$ cat config.mk
export PLATFORM = sky130hd
export DESIGN_NAME = audio_mix_top
export DESIGN_NICKNAME = d
export VERILOG_FILES = /design/src/hdl/audio_sample_pkg.sv /design/src/hdl/mix_link_pkg.sv /design/src/hdl/mix_link_if.sv /design/src/hdl/audio_mix_top.sv /design/src/hdl/frame_fifo.sv /design/src/hdl/sample_formatter.sv /design/src/hdl/stereo_mixer.sv
export SDC_FILE = /design/constraint.sdc
export NUM_CORES = 1
export LEC_CHECK = 0
export BUFFER_PORTS_ARGS = -buffer_cell sky130_fd_sc_hd__buf_2
export CORE_UTILIZATION = 40
export CTS_BUF_LIST = sky130_fd_sc_hd__clkbuf_4 sky130_fd_sc_hd__clkbuf_8
export DETAILED_ROUTE_END_ITERATION = 10
export GPL_TIMING_DRIVEN = 0
export PLACE_DENSITY = 0.64
export SLEW_MARGIN = 20
export SYNTH_ARGS = -nofsm -noshare
export SYNTH_HDL_FRONTEND = slang
export SYNTH_HIERARCHICAL = 1
export SYNTH_SLANG_ARGS = --single-unit
$ cat constraint.sdc
create_clock -name clk_sys -period 13.9 [get_ports clk_sys]
set_input_delay 4.17 -clock clk_sys [delete_from_list [all_inputs] [get_ports clk_sys]]
set_output_delay 4.17 -clock clk_sys [all_outputs]
set_load 0.05 [all_outputs]
$ cat src/hdl/audio_sample_pkg.sv
package audio_sample_pkg;

	// mixed output and cd / synth sources
	localparam int SAMPLE_W = 16;

	// paula dac forms
	localparam int PCM_W = 15; // plain pcm value
	localparam int PWM_W = 9;  // pwm-volume value

	// left shift that lifts each paula form to a full sample
	localparam int PCM_SHIFT = SAMPLE_W - PCM_W;
	localparam int PWM_SHIFT = SAMPLE_W - PWM_W;

	typedef logic signed [SAMPLE_W-1:0] sample_t;

	// one sample per channel
	typedef struct packed {
		sample_t l;
		sample_t r;
	} stereo_t;

	// everything the mixer needs for one output frame
	typedef struct packed {
		stereo_t paula; // already formatted to SAMPLE_W
		stereo_t cdda;
		stereo_t synth; // zero when muted
	} mix_frame_t;

	localparam int FRAME_W = $bits(mix_frame_t); // 96

endpackage

$ cat src/hdl/mix_link_pkg.sv
package mix_link_pkg;

	// sender side of a four-phase req/ack link
	// idle          req low, may raise it
	// wait_ack      req high, data held
	// wait_release  req dropped, waiting for ack low
	typedef enum logic [1:0] {
		idle,
		wait_ack,
		wait_release
	} link_state_t;

	// frames buffered between formatter and mixer
	localparam int DEFAULT_FIFO_DEPTH = 4;

endpackage

$ cat src/hdl/mix_link_if.sv
`timescale 1ns/1ns

// four-phase frame link
// data is stable before req rises and stays so until ack is seen
interface mix_link_if
	import audio_sample_pkg::*;
();
	logic    req;
	logic    ack;
	stereo_t paula;
	stereo_t cdda;
	stereo_t synth;

	modport sender (
		output req,
		output paula,
		output cdda,
		output synth,
		input  ack
	);

	modport receiver (
		input  req,
		input  paula,
		input  cdda,
		input  synth,
		output ack
	);

endinterface

$ cat src/hdl/audio_mix_top.sv
`timescale 1ns/1ns

// audio mix path
// formatter -> frame fifo -> mixer
module audio_mix_top
	import audio_sample_pkg::*;
	import mix_link_pkg::*;
#(
	parameter int FIFO_DEPTH = DEFAULT_FIFO_DEPTH
) (
	input  logic             clk_sys,
	input  logic             reset,

	// input frame port
	input  logic             in_req,
	output logic             in_ack,
	input  logic [PCM_W-1:0] paula_pcm_l,
	input  logic [PCM_W-1:0] paula_pcm_r,
	input  logic [PWM_W-1:0] paula_pwm_l,
	input  logic [PWM_W-1:0] paula_pwm_r,
	input  sample_t          cdda_l,
	input  sample_t          cdda_r,
	input  sample_t          synth_l,
	input  sample_t          synth_r,
	input  logic             paula_pwm,  // sampled with the frame
	input  logic             synth_mute, // sampled with the frame

	// mixed output port
	output logic             out_req,
	input  logic             out_ack,
	output sample_t          out_l,
	output sample_t          out_r
);

	mix_link_if fmt_link ();
	mix_link_if mix_link ();

	sample_formatter u_formatter (
		.clk_sys    (clk_sys),
		.reset      (reset),
		.in_req     (in_req),
		.in_ack     (in_ack),
		.paula_pcm_l(paula_pcm_l),
		.paula_pcm_r(paula_pcm_r),
		.paula_pwm_l(paula_pwm_l),
		.paula_pwm_r(paula_pwm_r),
		.cdda_l     (cdda_l),
		.cdda_r     (cdda_r),
		.synth_l    (synth_l),
		.synth_r    (synth_r),
		.paula_pwm  (paula_pwm),
		.synth_mute (synth_mute),
		.out_link   (fmt_link.sender)
	);

	frame_fifo #(
		.FIFO_DEPTH(FIFO_DEPTH)
	) u_fifo (
		.clk_sys (clk_sys),
		.reset   (reset),
		.in_link (fmt_link.receiver),
		.out_link(mix_link.sender)
	);

	stereo_mixer u_mixer (
		.clk_sys(clk_sys),
		.reset  (reset),
		.in_link(mix_link.receiver),
		.out_req(out_req),
		.out_ack(out_ack),
		.out_l  (out_l),
		.out_r  (out_r)
	);

endmodule

$ cat src/hdl/frame_fifo.sv
`timescale 1ns/1ns

// circular buffer of mix frames between two four-phase links
module frame_fifo
	import audio_sample_pkg::*;
	import mix_link_pkg::*;
#(
	parameter int FIFO_DEPTH = DEFAULT_FIFO_DEPTH
) (
	input  logic         clk_sys,
	input  logic         reset,
	mix_link_if.receiver in_link,
	mix_link_if.sender   out_link
);

	localparam int AW = $clog2(FIFO_DEPTH);

	mix_frame_t    mem [FIFO_DEPTH];
	mix_frame_t    head;
	logic [AW-1:0] wr_ptr;
	logic [AW-1:0] rd_ptr;
	logic [AW:0]   count;
	logic          full;
	logic          empty;
	logic          push;
	logic          pop;
	logic          in_ack;
	logic          out_req;
	link_state_t   state;

	assign full  = (count == (AW+1)'(FIFO_DEPTH));
	assign empty = (count == '0);

	// new frame only when there is room, ack stays low while full
	assign push = in_link.req && !in_ack && !full;
	assign pop  = (state == wait_ack) && out_link.ack;

	always_ff @(posedge clk_sys) begin
		if (push)
			mem[wr_ptr] <= '{paula: in_link.paula, cdda: in_link.cdda, synth: in_link.synth};
	end

	always_ff @(posedge clk_sys or posedge reset) begin
		if (reset) begin
			wr_ptr  <= '0;
			rd_ptr  <= '0;
			count   <= '0;
			in_ack  <= 1'b0;
			out_req <= 1'b0;
			state   <= idle;
		end else begin
			if (push)
				wr_ptr <= wr_ptr + 1'b1; // depth is a power of two
			if (pop)
				rd_ptr <= rd_ptr + 1'b1;

			case ({push, pop})
				2'b10:   count <= count + 1'b1;
				2'b01:   count <= count - 1'b1;
				default: count <= count;
			endcase

			if (push)
				in_ack <= 1'b1;
			else if (in_ack && !in_link.req)
				in_ack <= 1'b0;

			case (state)
				idle: begin
					if (!empty) begin
						out_req <= 1'b1;
						state   <= wait_ack;
					end
				end
				wait_ack: begin
					if (out_link.ack) begin
						out_req <= 1'b0;
						state   <= wait_release;
					end
				end
				wait_release: begin
					// re-arm straight away if more is queued
					if (!out_link.ack) begin
						out_req <= !empty;
						state   <= empty ? idle : wait_ack;
					end
				end
				default: state <= idle;
			endcase
		end
	end

	// head slot is never written while offered
	assign head = mem[rd_ptr];

	assign in_link.ack    = in_ack;
	assign out_link.req   = out_req;
	assign out_link.paula = head.paula;
	assign out_link.cdda  = head.cdda;
	assign out_link.synth = head.synth;

endmodule

$ cat src/hdl/sample_formatter.sv
`timescale 1ns/1ns

// captures one input frame, formats paula, applies synth mute
// and hands the frame to the fifo over a four-phase link
module sample_formatter
	import audio_sample_pkg::*;
	import mix_link_pkg::*;
(
	input  logic             clk_sys,
	input  logic             reset,
	input  logic             in_req,
	output logic             in_ack,
	input  logic [PCM_W-1:0] paula_pcm_l,
	input  logic [PCM_W-1:0] paula_pcm_r,
	input  logic [PWM_W-1:0] paula_pwm_l,
	input  logic [PWM_W-1:0] paula_pwm_r,
	input  sample_t          cdda_l,
	input  sample_t          cdda_r,
	input  sample_t          synth_l,
	input  sample_t          synth_r,
	input  logic             paula_pwm,
	input  logic             synth_mute,
	mix_link_if.sender       out_link
);

	link_state_t state;
	mix_frame_t  frame_d;
	mix_frame_t  frame_q;
	logic        link_req;
	logic        capture;

	// pcm gets one zero bit below, pwm-volume gets seven
	function automatic sample_t fmt_paula(
		input logic [PCM_W-1:0] pcm,
		input logic [PWM_W-1:0] pwm,
		input logic             pwm_mode
	);
		logic [SAMPLE_W-1:0] pcm_ext;
		logic [SAMPLE_W-1:0] pwm_ext;
		pcm_ext = SAMPLE_W'(pcm) << PCM_SHIFT;
		pwm_ext = SAMPLE_W'(pwm) << PWM_SHIFT;
		return pwm_mode ? sample_t'(pwm_ext) : sample_t'(pcm_ext);
	endfunction

	// input side idle and holding register free
	assign capture = in_req && !in_ack && (state == idle);

	always_comb begin
		frame_d.paula.l = fmt_paula(paula_pcm_l, paula_pwm_l, paula_pwm);
		frame_d.paula.r = fmt_paula(paula_pcm_r, paula_pwm_r, paula_pwm);
		frame_d.cdda.l  = cdda_l;
		frame_d.cdda.r  = cdda_r;
		frame_d.synth.l = synth_mute ? '0 : synth_l;
		frame_d.synth.r = synth_mute ? '0 : synth_r;
	end

	always_ff @(posedge clk_sys) begin
		if (capture)
			frame_q <= frame_d;
	end

	always_ff @(posedge clk_sys or posedge reset) begin
		if (reset) begin
			in_ack   <= 1'b0;
			link_req <= 1'b0;
			state    <= idle;
		end else begin
			if (capture)
				in_ack <= 1'b1;
			else if (in_ack && !in_req)
				in_ack <= 1'b0; // producer released

			case (state)
				idle: begin
					if (capture) begin
						link_req <= 1'b1;
						state    <= wait_ack;
					end
				end
				wait_ack: begin
					if (out_link.ack) begin
						link_req <= 1'b0;
						state    <= wait_release;
					end
				end
				wait_release: begin
					if (!out_link.ack)
						state <= idle;
				end
				default: state <= idle;
			endcase
		end
	end

	assign out_link.req   = link_req;
	assign out_link.paula = frame_q.paula;
	assign out_link.cdda  = frame_q.cdda;
	assign out_link.synth = frame_q.synth;

endmodule

$ cat src/hdl/stereo_mixer.sv
`timescale 1ns/1ns

// sums paula, cd and synth per channel, clamps to 16 bits
// and presents the result on the output four-phase port
module stereo_mixer
	import audio_sample_pkg::*;
	import mix_link_pkg::*;
(
	input  logic         clk_sys,
	input  logic         reset,
	mix_link_if.receiver in_link,
	output logic         out_req,
	input  logic         out_ack,
	output sample_t      out_l,
	output sample_t      out_r
);

	link_state_t state;
	logic        in_ack;
	logic        sum_valid; // sums registered, out_req not yet raised
	logic        take;

	// 17-bit sum, saturate when the top two bits disagree
	function automatic sample_t mix_clamp(
		input sample_t a,
		input sample_t b,
		input sample_t c
	);
		logic [SAMPLE_W:0] sum;
		sum = {a[SAMPLE_W-1], a} + {b[SAMPLE_W-1], b} + {c[SAMPLE_W-1], c};
		if (sum[SAMPLE_W] ^ sum[SAMPLE_W-1])
			return {sum[SAMPLE_W], {(SAMPLE_W-1){sum[SAMPLE_W-1]}}};
		return sum[SAMPLE_W-1:0];
	endfunction

	// output must be fully released before the next frame
	assign take = in_link.req && !in_ack && !sum_valid && (state == idle);

	always_ff @(posedge clk_sys) begin
		if (take) begin
			out_l <= mix_clamp(in_link.paula.l, in_link.cdda.l, in_link.synth.l);
			out_r <= mix_clamp(in_link.paula.r, in_link.cdda.r, in_link.synth.r);
		end
	end

	always_ff @(posedge clk_sys or posedge reset) begin
		if (reset) begin
			in_ack    <= 1'b0;
			sum_valid <= 1'b0;
			out_req   <= 1'b0;
			state     <= idle;
		end else begin
			if (take)
				in_ack <= 1'b1;
			else if (in_ack && !in_link.req)
				in_ack <= 1'b0;

			if (take)
				sum_valid <= 1'b1;

			case (state)
				idle: begin
					if (sum_valid) begin
						sum_valid <= 1'b0;
						out_req   <= 1'b1;
						state     <= wait_ack;
					end
				end
				wait_ack: begin
					if (out_ack) begin
						out_req <= 1'b0;
						state   <= wait_release;
					end
				end
				wait_release: begin
					if (!out_ack)
						state <= idle; // out_l / out_r free again
				end
				default: state <= idle;
			endcase
		end
	end

	assign in_link.ack = in_ack;

endmodule

==> results by group <==
Outcome
  • Outcome: complete, no violations

Clocking
  • Clock tree from TritonCTS: done
  • Clock sink count: 530
  • Hold Buf Count CTS: 0
  • Post-CTS sizing: 0
  • Post-CTS setup buffers: 0
  • Num CTS Buffers: 87
  • H-Tree Depth: 3
  • Clock latency at the later pin of the worst-skew pair: 0.68 ns
  • Bufs on Longest Clock Path: 3
  • CTS root buf: clkbuf_8
  • Clock slew at reported path FFs: 0.06 ns

Worst hold path
  • Hold Crit Class: reg -> reg
  • Worst hold path cell count: 0

Synthesis
  • #FFs+latches synth: 530
  • Synth Cell Area: 0.02168 mm2
  • Sequential-to-total area share from yosys stat: 72.94%
  • Synth Flop Type: edfxtp_1
  • Count leader, synth: edfxtp_1
  • Avg Cell Area, Syn: 19.87 um2
  • Async set-reset flop share out of synthesis: 3.774%
  • Synth Instances: 1091
  • Area contributors post-synth: edfxtp_1, mux4_2, fa_1
  • Largest area contributor in the netlist: edfxtp_1
  • Commonest cells in the netlist: edfxtp_1, mux4_2, nor2b_1, ha_1, fa_1
  • Yosys warnings: 6
  • Post-synth cell types: 66
  • EDFF count, synth: 510
  • Top cell type's share of synthesized area: 70.63%

Setup path
  • Req. time, crit path: 14.30 ns
  • Worst r2r path cells: 19
  • Critical path, cell by cell: buf_2 -> clkbuf_1 -> mux4_2 -> fa_1 -> ha_1 -> fa_1 -> a211oi_1 -> o21ai_0 -> or3b_1 -> nand2_1 -> a21oi_1 -> xor2_1 -> ha_1 -> clkbuf_2 -> nor2_1 -> a31oi_1 -> o311ai_4 -> buf_8 -> o21bai_2
  • Crit-path slowest cell: clkbuf_1
  • Crit start category: register
  • Worst-path maximum fanout: 10
  • Worst Setup Path Type: reg -> reg
  • Critical Path AT: 6.57 ns
  • Worst path max stage delay: 0.79 ns
  • Critical path capture point type: register

Floorplan
  • Core ar.: 0.05308 mm2
  • Initial core utilization: 40.85%
  • Die area: 0.05514 mm2
  • IO Pins: 152
  • Die X: 234.8 um
  • Rows: 84
  • Chip height: 234.8 um

Global route
  • Gr usage total: 17.03%
  • First-pass GRT wire length: 69.55 mm
  • Initial antenna violation count: 2
  • Vias in the first global route: 11.56k
  • Pin count of the biggest net entering global routing: 42
  • Total grt overflow: 0

Timing
  • Setup Viol. Count Final: 0
  • Tmin final: 6.172 ns
  • Final Cycle Share: 44.40%
  • Fin Clk Skew: 0.03376 ns
  • Worst-margin pin slew: 1.047 ns
  • Max Clock Freq: 0.1620 GHz
  • Fin. max-slew vios: 0
  • Relative slew margins: 30.22%
  • RSZ-0062 raised after global routing: no
  • Hold Violations, Final: 0
  • PnR worst setup slack: 7.728 ns
  • Min Hold Slack: 0.4804 ns

Detailed routing
  • Via count: 10.81k
  • DR WL/cell: 21.65 um
  • Top sig layer: met4
  • Met2 routed WL: 22.60 mm
  • M1 WL: 19.71 mm
  • Vias/cell: 5.130
  • Routed WL: 45.62 mm
  • # DRC: 0
  • Met3 wire length: 2.414 mm
  • Detailed Routing Iterations Pass 1: 5
  • Post-DRT Antenna Nets: 0
  • Drt initial violations: 627

Place
  • Placed inst area: 0.02363 mm2
  • Gpl congestion: 0.8538
  • Post-detail-place hpwl: 30.52 mm
  • Placement Setup Slack: 7.757 ns
  • PortBufs: 150

Cells and area
  • Reg area: 0.01582 mm2
  • Share of cells above drive strength 1: 32.65%
  • Post-route cell area: 0.02530 mm2
  • Final nets: 1543
  • Multi-input gate area: 0.005559 mm2
  • Fin util: 47.67%
  • Synthesis-to-finish area growth: 16.70%
  • Fillers: 4442

Run
  • Max_cap viols: 0
[critical path: cells and delay by family (launching register included)]
family	cells	cell delay [ns]
flip-flops	1	0.35
buffers and inverters	4	1.42
XOR/XNOR	1	0.11
adder cells (fa/ha/maj)	4	1.53
AND/OR/NAND/NOR	3	0.43
AO/OA/AOI/OAI	6	1.62
multiplexers	1	0.43
[cell families after synthesis]
group | after synthesis | synth area share, %
AOI/OAI and AO/OA | 130 | 4.017
xor gates and xnor gates | 31 | 1.252
adders and majority gates | 74 | 5.482
buffers and inverters | 66 | 1.506
DFF | 530 | 72.94
muxes | 117 | 11.07
other | 1 | 0.01730
and+or+nand+nor | 142 | 3.716
[placed cells by master, fill, tap and decap left out, drive strengths merged, types with 3 or more instances in the layout]
master,Yosys,layout
a211oi,11,11
a21o,23,23
a21oi,24,24
a31oi,5,5
and2,6,6
and3,10,10
and3b,3,3
buf,26,196
clkbuf,14,133
clkinv,0,30
clkinvlp,0,3
dfrtp,20,20
edfxtp,510,510
fa,35,35
ha,39,39
inv,26,29
mux2,19,19
mux4,96,96
nand2,23,23
nand2b,7,7
nand3,5,5
nor2,27,27
nor2b,45,45
o21a,9,9
o21ai,34,34
o21bai,6,6
or2,3,3
or3b,3,3
xnor2,18,18
xor2,13,13
[final timing paths]
check                                         startpoint                        to  slack, ns
setup / recovery                        u_fifo/rd_ptr[1]          u_mixer/out_r[5]       7.73
hold / removal             u_formatter/out_link.paula[1]         u_fifo/mem[3][65]       0.48
setup reg to reg                        u_fifo/rd_ptr[1]          u_mixer/out_r[5]       7.73
hold reg to reg            u_formatter/out_link.paula[1]         u_fifo/mem[3][65]       0.48
max in group asynchronous                          reset       u_fifo/out_link.req      10.03
min in group asynchronous                          reset  u_formatter/out_link.req       3.41
[routing by layer]
layer  GRT usage (%)  vias to the layer above
li1                -                     4889
met1           22.51                     5562
met2           28.11                      301
met3           3.278                       56
met4           6.200                        0
met5               0                        -
[registers in the layout, indices dropped and copies added (netlist names), 3 cells and up]
name and flops:
u_fifo/mem 384, u_formatter/out_link.paula 30, u_formatter/out_link.cdda 32, u_formatter/out_link.synth 32, u_fifo/count 3, u_mixer/out_r 16, u_mixer/out_l 16
[area by class of cell]
class,instances,share of cell area [%]
Sequential cell,530,62.50
Tap cell,688,3.402
Inverter,26,0.3857
Multi-Input combinational cell,496,21.97
Clock inverter,37,0.9099
Buffer,40,0.9049
Clock buffer,119,5.682
Antenna cell,1,0.009890
Timing Repair Buffer,170,4.233
[through the flow]
stage          TNS, ns  instances
6_report             0       2107
5_1_grt              0       2107
4_1_cts              0       2106
3_5_place_dp         0       1950
3_3_place_gp    -45.07       1930
2_1_floorplan        0       1092
Power is left out: the tool's default activity adds up to more than one toggle a clock period on the data nets, which glitch-free logic cannot reach.
